--- config.mk ---
export PLATFORM = sky130hd
export DESIGN_NAME = rtefi_center
export DESIGN_NICKNAME = d
export VERILOG_FILES = /design/src/rtefi_pkg.sv /design/src/scan_out_if.sv /design/src/addr_config.sv /design/src/udp_port_cam.sv /design/src/scanner.sv /design/src/pbuf_writer.sv /design/src/rtefi_center.sv
export SDC_FILE = /design/constraint.sdc
export NUM_CORES = 1
export LEC_CHECK = 0
export BUFFER_PORTS_ARGS = -buffer_cell sky130_fd_sc_hd__buf_2
export CAP_MARGIN = 20
export CORE_UTILIZATION = 55
export CTS_BUF_LIST = sky130_fd_sc_hd__clkbuf_4 sky130_fd_sc_hd__clkbuf_8 sky130_fd_sc_hd__clkbuf_16
export CTS_CLUSTER_SIZE = 40
export DETAILED_ROUTE_END_ITERATION = 16
export PLACE_DENSITY = 0.84
export SETUP_SLACK_MARGIN = 0.02
export SLEW_MARGIN = 20
export SYNTH_ARGS = -nofsm -noshare
export SYNTH_HDL_FRONTEND = slang
export SYNTH_SLANG_ARGS = --single-unit
--- constraint.sdc ---
create_clock -name rx_clk -period 12.1 [get_ports rx_clk]
set_input_delay 1.21 -clock rx_clk [delete_from_list [all_inputs] [get_ports rx_clk]]
set_output_delay 1.21 -clock rx_clk [all_outputs]
set_load 0.01 [all_outputs]
--- src/rtefi_pkg.sv ---
// Shared constants for the RTEFI receive path
// Frame offsets count from the first byte after the SFD
// Status byte bit positions are shared by scanner and writer
package rtefi_pkg;

	// Start of frame delimiter that ends the preamble
	localparam logic [7:0] sfd_byte = 8'hd5;

	// Header field offsets, IPv4 with a 20-byte header assumed
	localparam int off_dst_mac = 0;
	localparam int off_ethertype = 12;
	localparam int off_ip_vers = 14;
	localparam int off_ip_proto = 23;
	localparam int off_dst_ip = 30;
	localparam int off_udp_dport = 36;

	// Address field lengths in bytes
	localparam int mac_len = 6;
	localparam int ip_len = 4;

	// Layout of the MAC/IP address memory
	localparam int cfg_mac_base = 0;
	localparam int cfg_ip_base = 6;

	// Status byte fields
	localparam int st_accept = 7;
	localparam int st_error = 6;
	localparam int st_mac_ok = 5;
	localparam int st_udp_ok = 4;
	localparam int st_ip_ok = 3;
	localparam int st_index = 0;
	localparam int index_w = 3;

	// UDP port table size, matches index_w
	localparam int n_udp_ports = 8;

	// Shortest acceptable frame, headers only
	localparam logic [7:0] min_len = 8'd42;

endpackage

--- src/scan_out_if.sv ---
`timescale 1ns/1ns
// Scanner to writer link
// Carries frame bytes after the SFD with framing strobes
// plus the per-frame status byte and length at the last byte
interface scan_out_if #(
	parameter paw = 11
);

	// Byte stream
	logic [7:0] data;
	logic strobe;
	logic last;

	// Frame summary, valid with last
	logic [paw-1:0] pack_len;
	logic [7:0] status;
	logic status_valid;

	modport scanner (
		output data, strobe, last, pack_len, status, status_valid
	);

	modport writer (
		input data, strobe, last, pack_len, status, status_valid
	);

endinterface

--- src/addr_config.sv ---
`timescale 1ns/1ns
// MAC/IP address memory
// Sixteen bytes, MAC in bytes 0-5 and IP in bytes 6-9
// Written from the config port, read by the scanner one cycle late
module addr_config import rtefi_pkg::*; #(
	parameter [47:0] mac = 48'h12555500012d,
	parameter [31:0] ip = {8'd192, 8'd168, 8'd7, 8'd4}
) (
	input logic rx_clk,
	input logic reset,
	input logic [3:0] config_a,
	input logic [7:0] config_d,
	input logic config_s,
	input logic [3:0] cfg_a,
	output logic [7:0] cfg_d
);

	logic [7:0] mem [0:15];

	// Reset reloads the synthesis-time addresses
	always_ff @(posedge rx_clk) begin
		if (reset) begin
			for (int i = 0; i < 16; i++)
				mem[i] <= 8'h00;
			// MAC goes in most significant byte first
			for (int i = 0; i < mac_len; i++)
				mem[cfg_mac_base + i] <= mac[47 - 8*i -: 8];
			for (int i = 0; i < ip_len; i++)
				mem[cfg_ip_base + i] <= ip[31 - 8*i -: 8];
		end else if (config_s) begin
			mem[config_a] <= config_d;
		end
	end

	// Registered read port for the scanner prefetch
	always_ff @(posedge rx_clk) begin
		cfg_d <= mem[cfg_a];
	end

endmodule

--- src/udp_port_cam.sv ---
`timescale 1ns/1ns
// UDP destination port table
// Eight 16-bit entries compared in parallel against the scanned port
// Lowest matching entry wins, an entry of zero is disabled
module udp_port_cam import rtefi_pkg::*; #(
	parameter [15:0] udp_port0 = 7,
	parameter [15:0] udp_port1 = 801,
	parameter [15:0] udp_port2 = 802,
	parameter [15:0] udp_port3 = 803,
	parameter [15:0] udp_port4 = 0,
	parameter [15:0] udp_port5 = 0,
	parameter [15:0] udp_port6 = 0,
	parameter [15:0] udp_port7 = 0
) (
	input logic rx_clk,
	input logic reset,
	input logic [3:0] config_a,
	input logic [7:0] config_d,
	input logic config_p,
	input logic [15:0] dport,
	input logic dport_valid,
	output logic hit,
	output logic [index_w-1:0] index
);

	logic [15:0] port_tab [0:n_udp_ports-1];

	// Config bytes, even address is the high byte of entry config_a/2
	always_ff @(posedge rx_clk) begin
		if (reset) begin
			port_tab[0] <= udp_port0;
			port_tab[1] <= udp_port1;
			port_tab[2] <= udp_port2;
			port_tab[3] <= udp_port3;
			port_tab[4] <= udp_port4;
			port_tab[5] <= udp_port5;
			port_tab[6] <= udp_port6;
			port_tab[7] <= udp_port7;
		end else if (config_p) begin
			if (config_a[0])
				port_tab[config_a[3:1]][7:0] <= config_d;
			else
				port_tab[config_a[3:1]][15:8] <= config_d;
		end
	end

	// Scan from the top so the lowest index is left standing
	always_comb begin
		hit = 1'b0;
		index = '0;
		for (int i = n_udp_ports - 1; i >= 0; i--) begin
			if (dport_valid && port_tab[i] != 16'd0 && port_tab[i] == dport) begin
				hit = 1'b1;
				index = index_w'(i);
			end
		end
	end

	// Scanner asks once per frame, at the port low byte
	a_one_lookup: assert property (@(posedge rx_clk) disable iff (reset)
		dport_valid |=> !dport_valid);

endmodule

--- src/scanner.sv ---
`timescale 1ns/1ns
// Rx header scanner
// Hunts the SFD, counts frame bytes and checks destination MAC,
// IPv4/UDP type, destination IP and UDP port against the config
// Bytes leave one cycle late so the final one can carry last
module scanner import rtefi_pkg::*; #(
	parameter paw = 11
) (
	input logic rx_clk,
	input logic reset,
	input logic [7:0] eth_in,
	input logic eth_in_s,
	input logic eth_in_e,
	input logic enable_rx,
	output logic [3:0] cfg_a,
	input logic [7:0] cfg_d,
	output logic [15:0] dport,
	output logic dport_valid,
	input logic hit,
	input logic [index_w-1:0] index,
	scan_out_if.scanner so,
	output logic [3:0] debug
);

	// FSM states
	localparam logic [1:0] s_hunt = 2'd0;
	localparam logic [1:0] s_frame = 2'd1;
	localparam logic [1:0] s_drop = 2'd2;

	// Expected header values
	localparam logic [7:0] ethertype_hi = 8'h08;
	localparam logic [7:0] ethertype_lo = 8'h00;
	localparam logic [7:0] ip_vers_ihl = 8'h45;
	localparam logic [7:0] proto_udp = 8'h11;

	logic [1:0] state;
	logic frame_byte;
	logic [paw-1:0] cnt, nxt_off, mac_rel, ip_rel;
	logic nxt_mac, nxt_ip, cmp_mac, cmp_ip;
	logic mac_ok, udp_ok, ip_ok, err, port_hit;
	logic [index_w-1:0] port_idx;
	logic [7:0] dport_hi;
	logic [7:0] hold_d;
	logic hold_v;
	logic frame_end;
	logic long_enough;
	logic [7:0] status_nx;

	assign frame_byte = (state == s_frame) && eth_in_s;

	// Frame state, enable_rx sampled at the SFD only
	always_ff @(posedge rx_clk) begin
		if (reset) begin
			state <= s_hunt;
		end else begin
			case (state)
				s_hunt:
					if (eth_in_s && eth_in == sfd_byte)
						state <= enable_rx ? s_frame : s_drop;
				s_frame, s_drop:
					if (!eth_in_s)
						state <= s_hunt;
				default:
					state <= s_hunt;
			endcase
		end
	end

	// Prefetch address for the byte after the current one
	always_comb begin
		nxt_off = (state == s_frame) ? cnt + 1'b1 : '0;
		mac_rel = nxt_off - paw'(off_dst_mac);
		ip_rel = nxt_off - paw'(off_dst_ip);
		nxt_mac = mac_rel < paw'(mac_len);
		nxt_ip = ip_rel < paw'(ip_len);
		if (nxt_ip)
			cfg_a = 4'(cfg_ip_base) + ip_rel[3:0];
		else
			cfg_a = 4'(cfg_mac_base) + mac_rel[3:0];
	end

	// Compare selects line up with cfg_d
	always_ff @(posedge rx_clk) begin
		cmp_mac <= nxt_mac;
		cmp_ip <= nxt_ip;
	end

	// Port number goes to the table at its low byte
	assign dport = {dport_hi, eth_in};
	assign dport_valid = frame_byte && cnt == paw'(off_udp_dport + 1);

	// Byte count and header flags, rearmed while hunting
	always_ff @(posedge rx_clk) begin
		if (state == s_hunt) begin
			cnt <= '0;
			mac_ok <= 1'b1;
			udp_ok <= 1'b1;
			ip_ok <= 1'b1;
			err <= 1'b0;
			port_hit <= 1'b0;
			port_idx <= '0;
		end else if (frame_byte) begin
			// Saturate so oversize frames stay visible downstream
			if (cnt != '1)
				cnt <= cnt + 1'b1;
			if (cmp_mac && eth_in != cfg_d)
				mac_ok <= 1'b0;
			if (cmp_ip && eth_in != cfg_d)
				ip_ok <= 1'b0;
			if (cnt == paw'(off_ethertype) && eth_in != ethertype_hi)
				udp_ok <= 1'b0;
			if (cnt == paw'(off_ethertype + 1) && eth_in != ethertype_lo)
				udp_ok <= 1'b0;
			if (cnt == paw'(off_ip_vers) && eth_in != ip_vers_ihl)
				udp_ok <= 1'b0;
			if (cnt == paw'(off_ip_proto) && eth_in != proto_udp)
				udp_ok <= 1'b0;
			if (cnt == paw'(off_udp_dport))
				dport_hi <= eth_in;
			if (dport_valid) begin
				port_hit <= hit;
				port_idx <= index;
			end
			if (eth_in_e)
				err <= 1'b1;
		end
	end

	// One byte of holdback to spot the end of frame
	always_ff @(posedge rx_clk) begin
		hold_d <= eth_in;
	end

	always_ff @(posedge rx_clk) begin
		if (reset)
			hold_v <= 1'b0;
		else
			hold_v <= frame_byte;
	end

	assign frame_end = hold_v && !frame_byte;
	assign long_enough = cnt >= paw'(min_len);

	// Status byte for the frame now ending
	always_comb begin
		status_nx = 8'h00;
		status_nx[st_accept] = mac_ok && udp_ok && ip_ok && port_hit && !err && long_enough;
		status_nx[st_error] = err;
		status_nx[st_mac_ok] = mac_ok;
		status_nx[st_udp_ok] = udp_ok;
		status_nx[st_ip_ok] = ip_ok;
		status_nx[st_index +: index_w] = port_idx;
	end

	// Output stage
	always_ff @(posedge rx_clk) begin
		so.data <= hold_d;
		so.pack_len <= cnt;
		so.status <= status_nx;
	end

	always_ff @(posedge rx_clk) begin
		if (reset) begin
			so.strobe <= 1'b0;
			so.last <= 1'b0;
			so.status_valid <= 1'b0;
		end else begin
			so.strobe <= hold_v;
			so.last <= frame_end;
			so.status_valid <= frame_end;
		end
	end

	assign debug = {state, mac_ok & ip_ok, udp_ok};

	// Frames refused at the SFD never reach the writer
	a_drop_silent: assert property (@(posedge rx_clk) disable iff (reset)
		state == s_drop |-> !so.strobe);

endmodule

--- src/pbuf_writer.sv ---
`timescale 1ns/1ns
// Rx MAC memory writer
// Stores each scanned frame into the bank opposite the host bank
// Drops frames when that bank is still full and tracks bank status
module pbuf_writer import rtefi_pkg::*; #(
	parameter paw = 11
) (
	input logic rx_clk,
	input logic reset,
	scan_out_if.writer so,
	input logic rx_mac_hbank,
	output logic [7:0] rx_mac_d,
	output logic [paw:0] rx_mac_a,
	output logic rx_mac_wen,
	output logic [1:0] rx_mac_buf_status,
	output logic [7:0] rx_mac_status_d,
	output logic rx_mac_status_s
);

	logic in_frame, first;
	logic bank, drop;
	logic tgt_bank, tgt_drop;
	logic full, full_bank;
	logic fits, keep;
	logic [paw-1:0] off, tgt_off;
	logic [7:0] status_out;

	// Bank and drop decided at the first byte, held for the rest
	always_comb begin
		first = so.strobe && !in_frame;
		tgt_bank = first ? !rx_mac_hbank : bank;
		tgt_drop = first ? (full && full_bank == !rx_mac_hbank) : drop;
		tgt_off = first ? '0 : off;
		// Saturated length means the frame overran a bank
		fits = so.pack_len != '1;
		keep = so.status[st_accept] && fits && !tgt_drop;
		status_out = so.status;
		status_out[st_accept] = keep;
	end

	always_ff @(posedge rx_clk) begin
		if (reset) begin
			in_frame <= 1'b0;
			full <= 1'b0;
			full_bank <= 1'b0;
			rx_mac_wen <= 1'b0;
			rx_mac_status_s <= 1'b0;
		end else begin
			if (so.strobe)
				in_frame <= !so.last;
			rx_mac_wen <= so.strobe && !tgt_drop;
			rx_mac_status_s <= so.status_valid;
			// Host takes the full bank
			if (full && rx_mac_hbank == full_bank)
				full <= 1'b0;
			// Accepted frame locks its bank
			if (so.status_valid && keep) begin
				full <= 1'b1;
				full_bank <= tgt_bank;
			end
		end
	end

	always_ff @(posedge rx_clk) begin
		if (so.strobe) begin
			bank <= tgt_bank;
			drop <= tgt_drop;
			off <= tgt_off + 1'b1;
		end
		rx_mac_d <= so.data;
		rx_mac_a <= {tgt_bank, tgt_off};
		rx_mac_status_d <= status_out;
	end

	assign rx_mac_buf_status = {full, full_bank};

	// Host reads its bank while we fill the other
	a_bank_owned: assert property (@(posedge rx_clk) disable iff (reset)
		rx_mac_wen |-> rx_mac_a[paw] != rx_mac_hbank);

endmodule

--- src/rtefi_center.sv ---
`timescale 1ns/1ns
// RTEFI receive center
// Abstract GMII in, scanned frames out to a two-bank Rx MAC memory
// Chain is a_scan then b_write with address and port tables alongside
module rtefi_center #(
	// Offset width within one Rx MAC bank
	parameter paw = 11,
	// Defaults below can be rewritten through the config port
	parameter [47:0] mac = 48'h12555500012d,
	parameter [31:0] ip = {8'd192, 8'd168, 8'd7, 8'd4},
	parameter [15:0] udp_port0 = 7,
	parameter [15:0] udp_port1 = 801,
	parameter [15:0] udp_port2 = 802,
	parameter [15:0] udp_port3 = 803,
	parameter [15:0] udp_port4 = 0,
	parameter [15:0] udp_port5 = 0,
	parameter [15:0] udp_port6 = 0,
	parameter [15:0] udp_port7 = 0
) (
	input logic rx_clk,
	input logic reset,
	// GMII receive
	input logic [7:0] rxd,
	input logic rx_dv,
	input logic rx_er,
	// Configuration
	input logic enable_rx,
	input logic [3:0] config_a,
	input logic [7:0] config_d,
	input logic config_s,
	input logic config_p,
	// Rx MAC memory and handshake
	output logic [7:0] rx_mac_d,
	output logic [paw:0] rx_mac_a,
	output logic rx_mac_wen,
	input logic rx_mac_hbank,
	output logic [1:0] rx_mac_buf_status,
	output logic [7:0] rx_mac_status_d,
	output logic rx_mac_status_s,
	// Activity monitors
	output logic rx_mon,
	output logic [3:0] scanner_debug
);

	logic [7:0] eth_in_r;
	logic eth_in_s_r, eth_in_e_r;
	logic [3:0] cfg_a;
	logic [7:0] cfg_d;
	logic [15:0] dport;
	logic dport_valid;
	logic port_hit;
	logic [2:0] port_index;

	// GMII input registers, kept close to the pins
	always_ff @(posedge rx_clk) begin
		eth_in_r <= rxd;
	end

	always_ff @(posedge rx_clk) begin
		if (reset) begin
			eth_in_s_r <= 1'b0;
			eth_in_e_r <= 1'b0;
		end else begin
			eth_in_s_r <= rx_dv;
			eth_in_e_r <= rx_er;
		end
	end

	scan_out_if #(.paw(paw)) scan_if ();

	addr_config #(.mac(mac), .ip(ip)) u_addr_config (
		.rx_clk(rx_clk), .reset(reset),
		.config_a(config_a), .config_d(config_d), .config_s(config_s),
		.cfg_a(cfg_a), .cfg_d(cfg_d)
	);

	udp_port_cam #(
		.udp_port0(udp_port0), .udp_port1(udp_port1),
		.udp_port2(udp_port2), .udp_port3(udp_port3),
		.udp_port4(udp_port4), .udp_port5(udp_port5),
		.udp_port6(udp_port6), .udp_port7(udp_port7)
	) u_udp_port_cam (
		.rx_clk(rx_clk), .reset(reset),
		.config_a(config_a), .config_d(config_d), .config_p(config_p),
		.dport(dport), .dport_valid(dport_valid),
		.hit(port_hit), .index(port_index)
	);

	// First step scans the incoming frame
	scanner #(.paw(paw)) a_scan (
		.rx_clk(rx_clk), .reset(reset),
		.eth_in(eth_in_r), .eth_in_s(eth_in_s_r), .eth_in_e(eth_in_e_r),
		.enable_rx(enable_rx),
		.cfg_a(cfg_a), .cfg_d(cfg_d),
		.dport(dport), .dport_valid(dport_valid),
		.hit(port_hit), .index(port_index),
		.so(scan_if.scanner), .debug(scanner_debug)
	);

	// Second step stores it for the host
	pbuf_writer #(.paw(paw)) b_write (
		.rx_clk(rx_clk), .reset(reset),
		.so(scan_if.writer), .rx_mac_hbank(rx_mac_hbank),
		.rx_mac_d(rx_mac_d), .rx_mac_a(rx_mac_a), .rx_mac_wen(rx_mac_wen),
		.rx_mac_buf_status(rx_mac_buf_status),
		.rx_mac_status_d(rx_mac_status_d), .rx_mac_status_s(rx_mac_status_s)
	);

	assign rx_mon = eth_in_s_r;

endmodule

==> results.py, run 1 <==
metrics = {
    "synth": {
        "seq_area_frac_synth_pct": 58.8,
        "synth-edff-count": 277,
        "syn_avg_cell_area_um2": 11.9,
        "synthFlopType": "edfxtp_1",
        "ys_types": 65,
        "async_flop_share_pct": 0,
        "synth_cells": 1513,
        "synth-seq-cells": 389,
        "syn-num-nets": 1549,
        "netlist_area_mm2": 0.0180,
        "yosysWarnings": 0,
    },
    "cells_and_area": {
        "final_nets": 1562,
        "layout_common_cells": "edfxtp_1, and2_1, dfxtp_1",
        "antenna_cells": 0,
        "syn_to_final_growth_pct": 9.89,
        "mostFrequentLayoutCell": "edfxtp_1",
        "drive_gt1_share_pct": 12.5,
    },
    "place": {
        "gp_congestion": 0.891,
        "port_buffers": 64,
        "dp_slack_ps": 7370,
        "hpwlAfterDp_um": 27700,
    },
    "sta": {
        "relSlewSlack_pct": 28.9,
        "fin_tns_setup_ps": 0,
        "slew_violations": 0,
        "setup_viol": 0,
        "finClkSkew_ps": 23.4,
        "tightest_slew_ps": 1070,
        "period_needed_ps": 4590,
        "rsz0062_at_grt": "false",
        "fin_ws_ps": 7510,
        "hold_viol": 0,
        "finalCritPeriodShare_pct": 38.0,
        "max_freq_mhz": 218,
    },
    "drt": {
        "antenna_left": 0,
        "via_count": 12100,
        "post_drt_wl_per_cell_um": 22.1,
        "drt_first_pass_iters": 5,
        "initialDrtViolationCount": 1562,
        "totalWireLength_um": 43900,
        "viasPerCell": 6.09,
        "drc_errors": 0,
    },
    "clock_network": {
        "cts_made_buffers": 39,
        "cts_setup_buffers": 0,
        "cts_tree": "built",
        "clockRootBuffer": "clkbuf_16",
        "cts_hold_buf": 0,
        "clk_pin_slew_ps": 60,
        "post_cts_resized": 0,
        "cts.htree.levels": 2,
        "cts_buffer_depth": 3,
        "clk_latency_ps": 560,
        "cts.sinks": 389,
    },
    "setup_path": {
        "crit_arrival_ps": 5020,
        "rr_endpoint": "u_addr_config.cfg_d[7]$_DFF_P_",
        "cp-start-kind": "register",
        "crit_path_cell_trace": "ha_1 > xor2_4 > nand2_1 > clkinv_1 > ha_1 > nor3_1 > nor2_1 > o2bb2ai_1 > a2111oi_4 > mux2_2",
        "ff2ff_path_depth": 10,
        "required_ps": 12520,
        "slowest_delay_ps": 710,
        "crit_type": "reg -> reg",
        "cp_common_cell": "ha_1",
        "critPathTopFamily": "adder cells",
        "critPathCaptureType": "register",
        "crit-reg2reg-launch": "a_scan.cnt[1]$_SDFFE_PP0P_",
        "rrSetupSlack_ps": 7510,
        "crit_fanout": 25,
        "crit_buf_inv": 1,
        "crit_path_top_delay_cell": "clkinv_1",
    },
    "power": {
        "power.density_mw_per_mm2": 145,
        "pwr-share-seq_pct": 53.5,
        "p_switching_mw": 0.667,
        "ir_drop_mv": 0.130,
        "leakagePower_nw": 6.92,
        "clkPwrFrac_pct": 40.5,
        "swShare_pct": 23.4,
        "internal_power_mw": 2.19,
        "combPwrFrac_pct": 6.0,
    },
    "hold_path": {
        "holdPathStages": 0,
        "whs_endpoint": "b_write.rx_mac_d[2]$_DFF_P_",
        "hp-start": "a_scan.so.data[2]$_DFF_P_",
        "hp-class": "reg -> reg",
    },
    "global_route": {
        "groute.usage.overall_pct": 26.6,
        "grt_max_degree": 82,
        "grt_pass1_wl_um": 67600,
        "grt-ovfl-total": 0,
        "antenna_found_initial": 0,
        "grt_pass1_vias": 12000,
    },
    "floorplan": {
        "std_cell_rows": 65,
        "die_y_um": 183,
        "start_util_pct": 56.4,
        "die_area_mm2": 0.0334,
        "core_area_mm2": 0.0319,
        "die_w_um": 183,
        "ios": 65,
    },
    "job": {
        "max-cap-violations": 0,
    },
    "outcome": {
        "outcome": "complete, no violations",
    },
}
## how the worst max path moves through the flow
stage	from	endpoint	depth (start not counted)
final	a_scan.cnt[1]$_SDFFE_PP0P_	u_addr_config.cfg_d[7]$_DFF_P_	10
after global routing	a_scan.cnt[1]$_SDFFE_PP0P_	u_addr_config.cfg_d[1]$_DFF_P_	10
after CTS	a_scan.cnt[1]$_SDFFE_PP0P_	u_addr_config.cfg_d[1]$_DFF_P_	9
after detailed placement	a_scan.cnt[1]$_SDFFE_PP0P_	u_addr_config.cfg_d[1]$_DFF_P_	9
after global placement	a_scan.cnt[1]$_SDFFE_PP0P_	u_addr_config.cfg_d[5]$_DFF_P_	9
after floorplan	a_scan.cnt[0]$_SDFFE_PP0P_	u_addr_config.cfg_d[1]$_DFF_P_	13
## state kept, by name, indices dropped and copies added, names as in the netlist, 11 cells and up
register,count
a_scan.cnt,11
u_udp_port_cam.port_tab,128
u_addr_config.mem,128
b_write.off,11
a_scan.so.pack_len,11
b_write.rx_mac_a,12
## per-stage QoR
step / hold slack, ps / util (%) / area, um2 / cells / power (mW)
3_5_place_dp: 312 / 58.0 / 18500 / 1920 / 1.72
6_report: 327 / 61.9 / 19700 / 1989 / 2.85
5_1_grt: 329 / 61.9 / 19700 / 1989 / 2.93
3_3_place_gp: 310 / 58.0 / 18500 / 1920 / 1.71
4_1_cts: 327 / 61.9 / 19700 / 1989 / 2.86
2_1_floorplan: 310 / - / 18000 / 1513 / 1.65
## cell usage after synthesis (all sizes together) (14+ instances only)
cell     instances  area share, %
or3             36            1.3
xnor2           62            3.1
o21ai           23           0.64
edfxtp         277             46
or2             35            1.2
clkbuf          78            1.6
nor2            65            1.4
xor2            92            4.5
and2           241            8.4
and3b           25            1.2
o211ai          14           0.58
nor3            28           0.78
buf             19           0.50
nand2           37           0.77
a2111oi         14           0.79
nand2b          34            1.2
and3            17           0.59
dfxtp          112             12
mux2i           16           0.89
nor4            73            2.5
a211oi          15           0.63
nand4           28            1.0
nand3           22           0.64
a21oi           33           0.92
## layer usage
metal / share of wire, % / global-route usage, %
met5: 0 / 0
met4: 2.7 / 8.67
met3: 9.4 / 4.25
met1: 41 / 37.1
met2: 47 / 42.6
## cell families after synthesis
family                   after synthesis  synth area share, %
AND/OR/NAND/NOR                      670                 22.2
flip-flops                           389                 58.8
XOR/XNOR                             154                 7.59
AO/OA/AOI/OAI                        147                 5.74
buffers and inverters                110                 2.40
multiplexers                          35                 2.71
adder cells (fa/ha/maj)                8                0.557
## power by group through the flow
| stage | Combinational [mW] | Sequential (mW) | Clock, mW |
|---|---|---|---|
| after floorplan | 0.118 | 1.54 | 0 |
| after global placement | 0.161 | 1.55 | 0 |
| after CTS | 0.169 | 1.53 | 1.16 |
| final | 0.171 | 1.53 | 1.16 |
| after detailed placement | 0.168 | 1.55 | 0 |
| after global routing | 0.184 | 1.53 | 1.22 |
## layout make-up
class                      instances  area (um2)
fill                            2442       12100
sequential                       389       10600
multi-input combinational       1014        7010
clock buffer                      48        1080
tap                              435         544
timing repair buffer              69         358
clock inverter                    21         143
inverter                          13        48.8
Power figures use the tool's default switching activity.
==> run 2, diff against run 1 <==
- clock period: 12.1 -> 4.8 ns (I/O delays scaled with it)
==> run 2 against run 1 <==
  * Flip-flop and latch count is the same
  * Critical endpoint unchanged
  * Sequential share of layout area shrank 0.58 points
  * Highest routed layer unchanged
  * Largest cell class unchanged
  * Critical path type unchanged
  * Power grew to 2.6 times the previous value
==> results.py, run 2 (same netlist as run 1, synthesis figures left out) <==
metrics = {
    "outcome": {
        "outcome": "complete, no violations",
    },
    "sta": {
        "slew_violations": 0,
        "finClkSkew_ps": 26.8,
        "tightest_slew_ps": 1100,
        "max_freq_mhz": 249,
        "fin_tns_setup_ps": 0,
        "finalCritPeriodShare_pct": 83.6,
        "setup_viol": 0,
        "relSlewSlack_pct": 26.7,
        "hold_viol": 0,
        "period_needed_ps": 4010,
        "rsz0062_at_grt": "false",
    },
    "floorplan": {
        "start_util_pct": 56.4,
        "std_cell_rows": 65,
        "core_area_mm2": 0.0319,
        "ios": 65,
        "die_y_um": 183,
        "die_area_mm2": 0.0334,
        "die_w_um": 183,
    },
    "drt": {
        "initialDrtViolationCount": 1239,
        "via_count": 12100,
        "totalWireLength_um": 43200,
        "antenna_left": 0,
        "drt_first_pass_iters": 7,
        "post_drt_wl_per_cell_um": 21.6,
        "drc_errors": 0,
        "viasPerCell": 6.04,
    },
    "clock_network": {
        "cts_setup_buffers": 0,
        "clk_latency_ps": 560,
        "post_cts_resized": 0,
        "cts.sinks": 389,
        "clk_pin_slew_ps": 60,
        "clockRootBuffer": "clkbuf_16",
        "cts_made_buffers": 41,
        "cts_tree": "built",
        "cts.htree.levels": 2,
        "cts_buffer_depth": 3,
        "cts_hold_buf": 0,
    },
    "setup_path": {
        "crit_fanout": 25,
        "cp-start-kind": "register",
        "crit_type": "reg -> reg",
        "crit_path_cell_trace": "ha_1 > xor2_2 > buf_4 > nand2_1 > clkinv_1 > buf_4 > ha_1 > nor4b_1 > o2bb2ai_1 > a2111oi_4 > mux2_2",
        "critPathTopFamily": "compound AO/OA/AOI/OAI gates",
        "crit_path_top_delay_cell": "a2111oi_4",
        "slowest_delay_ps": 640,
        "crit_arrival_ps": 4430,
        "rrSetupSlack_ps": 790,
        "required_ps": 5220,
        "crit_buf_inv": 3,
        "critPathCaptureType": "register",
    },
    "cells_and_area": {
        "final_cells": 2004,
        "syn_to_final_growth_pct": 11.1,
        "reg.largest.list": "u_addr_config.mem x128, u_udp_port_cam.port_tab x128, b_write.rx_mac_a x12",
        "fillers": 2394,
        "layout_common_cells": "edfxtp_1, and2_1, dfxtp_1",
        "final_nets": 1573,
        "mostFrequentLayoutCell": "edfxtp_1",
        "drive_gt1_share_pct": 13.1,
        "antenna_cells": 0,
    },
    "place": {
        "port_buffers": 64,
        "hpwlAfterDp_um": 27700,
        "placedCellCount": 1929,
        "gp_congestion": 0.920,
    },
    "global_route": {
        "antenna_found_initial": 0,
        "grt_max_degree": 55,
        "grt-ovfl-total": 0,
        "grt_pass1_wl_um": 66500,
        "grt_pass1_vias": 11800,
        "groute.usage.overall_pct": 26.1,
    },
    "hold_path": {
        "hp-class": "in -> reg",
    },
    "power": {
        "ir_drop_mv": 0.235,
        "swShare_pct": 22.6,
        "clkPwrFrac_pct": 42.9,
        "p_total_mw": 7.49,
        "combPwrFrac_pct": 5.7,
        "leakagePower_nw": 7.04,
        "power.density_mw_per_mm2": 375,
        "internal_power_mw": 5.80,
        "pwr-share-seq_pct": 51.4,
        "p_switching_mw": 1.69,
    },
    "job": {
        "max-cap-violations": 0,
    },
}
-- run 2: changes by cell type in the layout (fill, tap and decap cells not counted), sizes merged --
cell and change:
buf +9, clkbuf +4, bufinv +3, inv -2, clkinvlp +1
-- run 2: final timing paths --
kind / start / endpoint / cells after the start
setup / recovery: a_scan.cnt[1]$_SDFFE_PP0P_ / u_addr_config.cfg_d[7]$_DFF_P_ / 11
setup reg to reg: a_scan.cnt[1]$_SDFFE_PP0P_ / u_addr_config.cfg_d[7]$_DFF_P_ / 11
hold / removal: rxd[7] / eth_in_r[7]$_DFF_P_ / 1
hold reg to reg: a_scan.so.status[4]$_DFF_P_ / b_write.rx_mac_status_d[4]$_DFF_P_ / 0
-- run 2: metal layers --
layer	GRT usage (%)	vias to the layer above	routed length (um)
li1	-	5509	-
met1	35.5	5845	17400
met2	41.4	645	19900
met3	5.46	113	4470
met4	9.95	0	1440
met5	0	-	0
-- run 2: cell type report --
class	count	area [um2]	area share, %
repair buffers	78	425	2.13
well taps	435	544	2.73
multi-input cells	1014	6990	35.0
inverters	13	48.8	0.244
clock inverters	23	236	1.18
flip-flops and latches	389	10600	52.9
clock buffers	52	1160	5.82
-- run 2: per-stage QoR --
stage	setup WS, ps	hold WS [ps]	utilization, %	instance area [um2]
after floorplan	989	310	-	18000
after global placement	966	311	58.2	18600
after detailed placement	854	312	58.2	18600
after CTS	852	12.6	62.6	20000
after global routing	528	5.77	62.6	20000
final	788	23.6	62.6	20000
-- run 2: power by group through the flow --
stage | Clock, mW | Sequential, mW | Combinational (mW)
floorplan | 0 | 3.87 | 0.298
global placement | 0 | 3.91 | 0.406
detailed placement | 0 | 3.92 | 0.419
CTS | 3.22 | 3.85 | 0.422
global route | 3.35 | 3.86 | 0.462
finish | 3.21 | 3.85 | 0.427
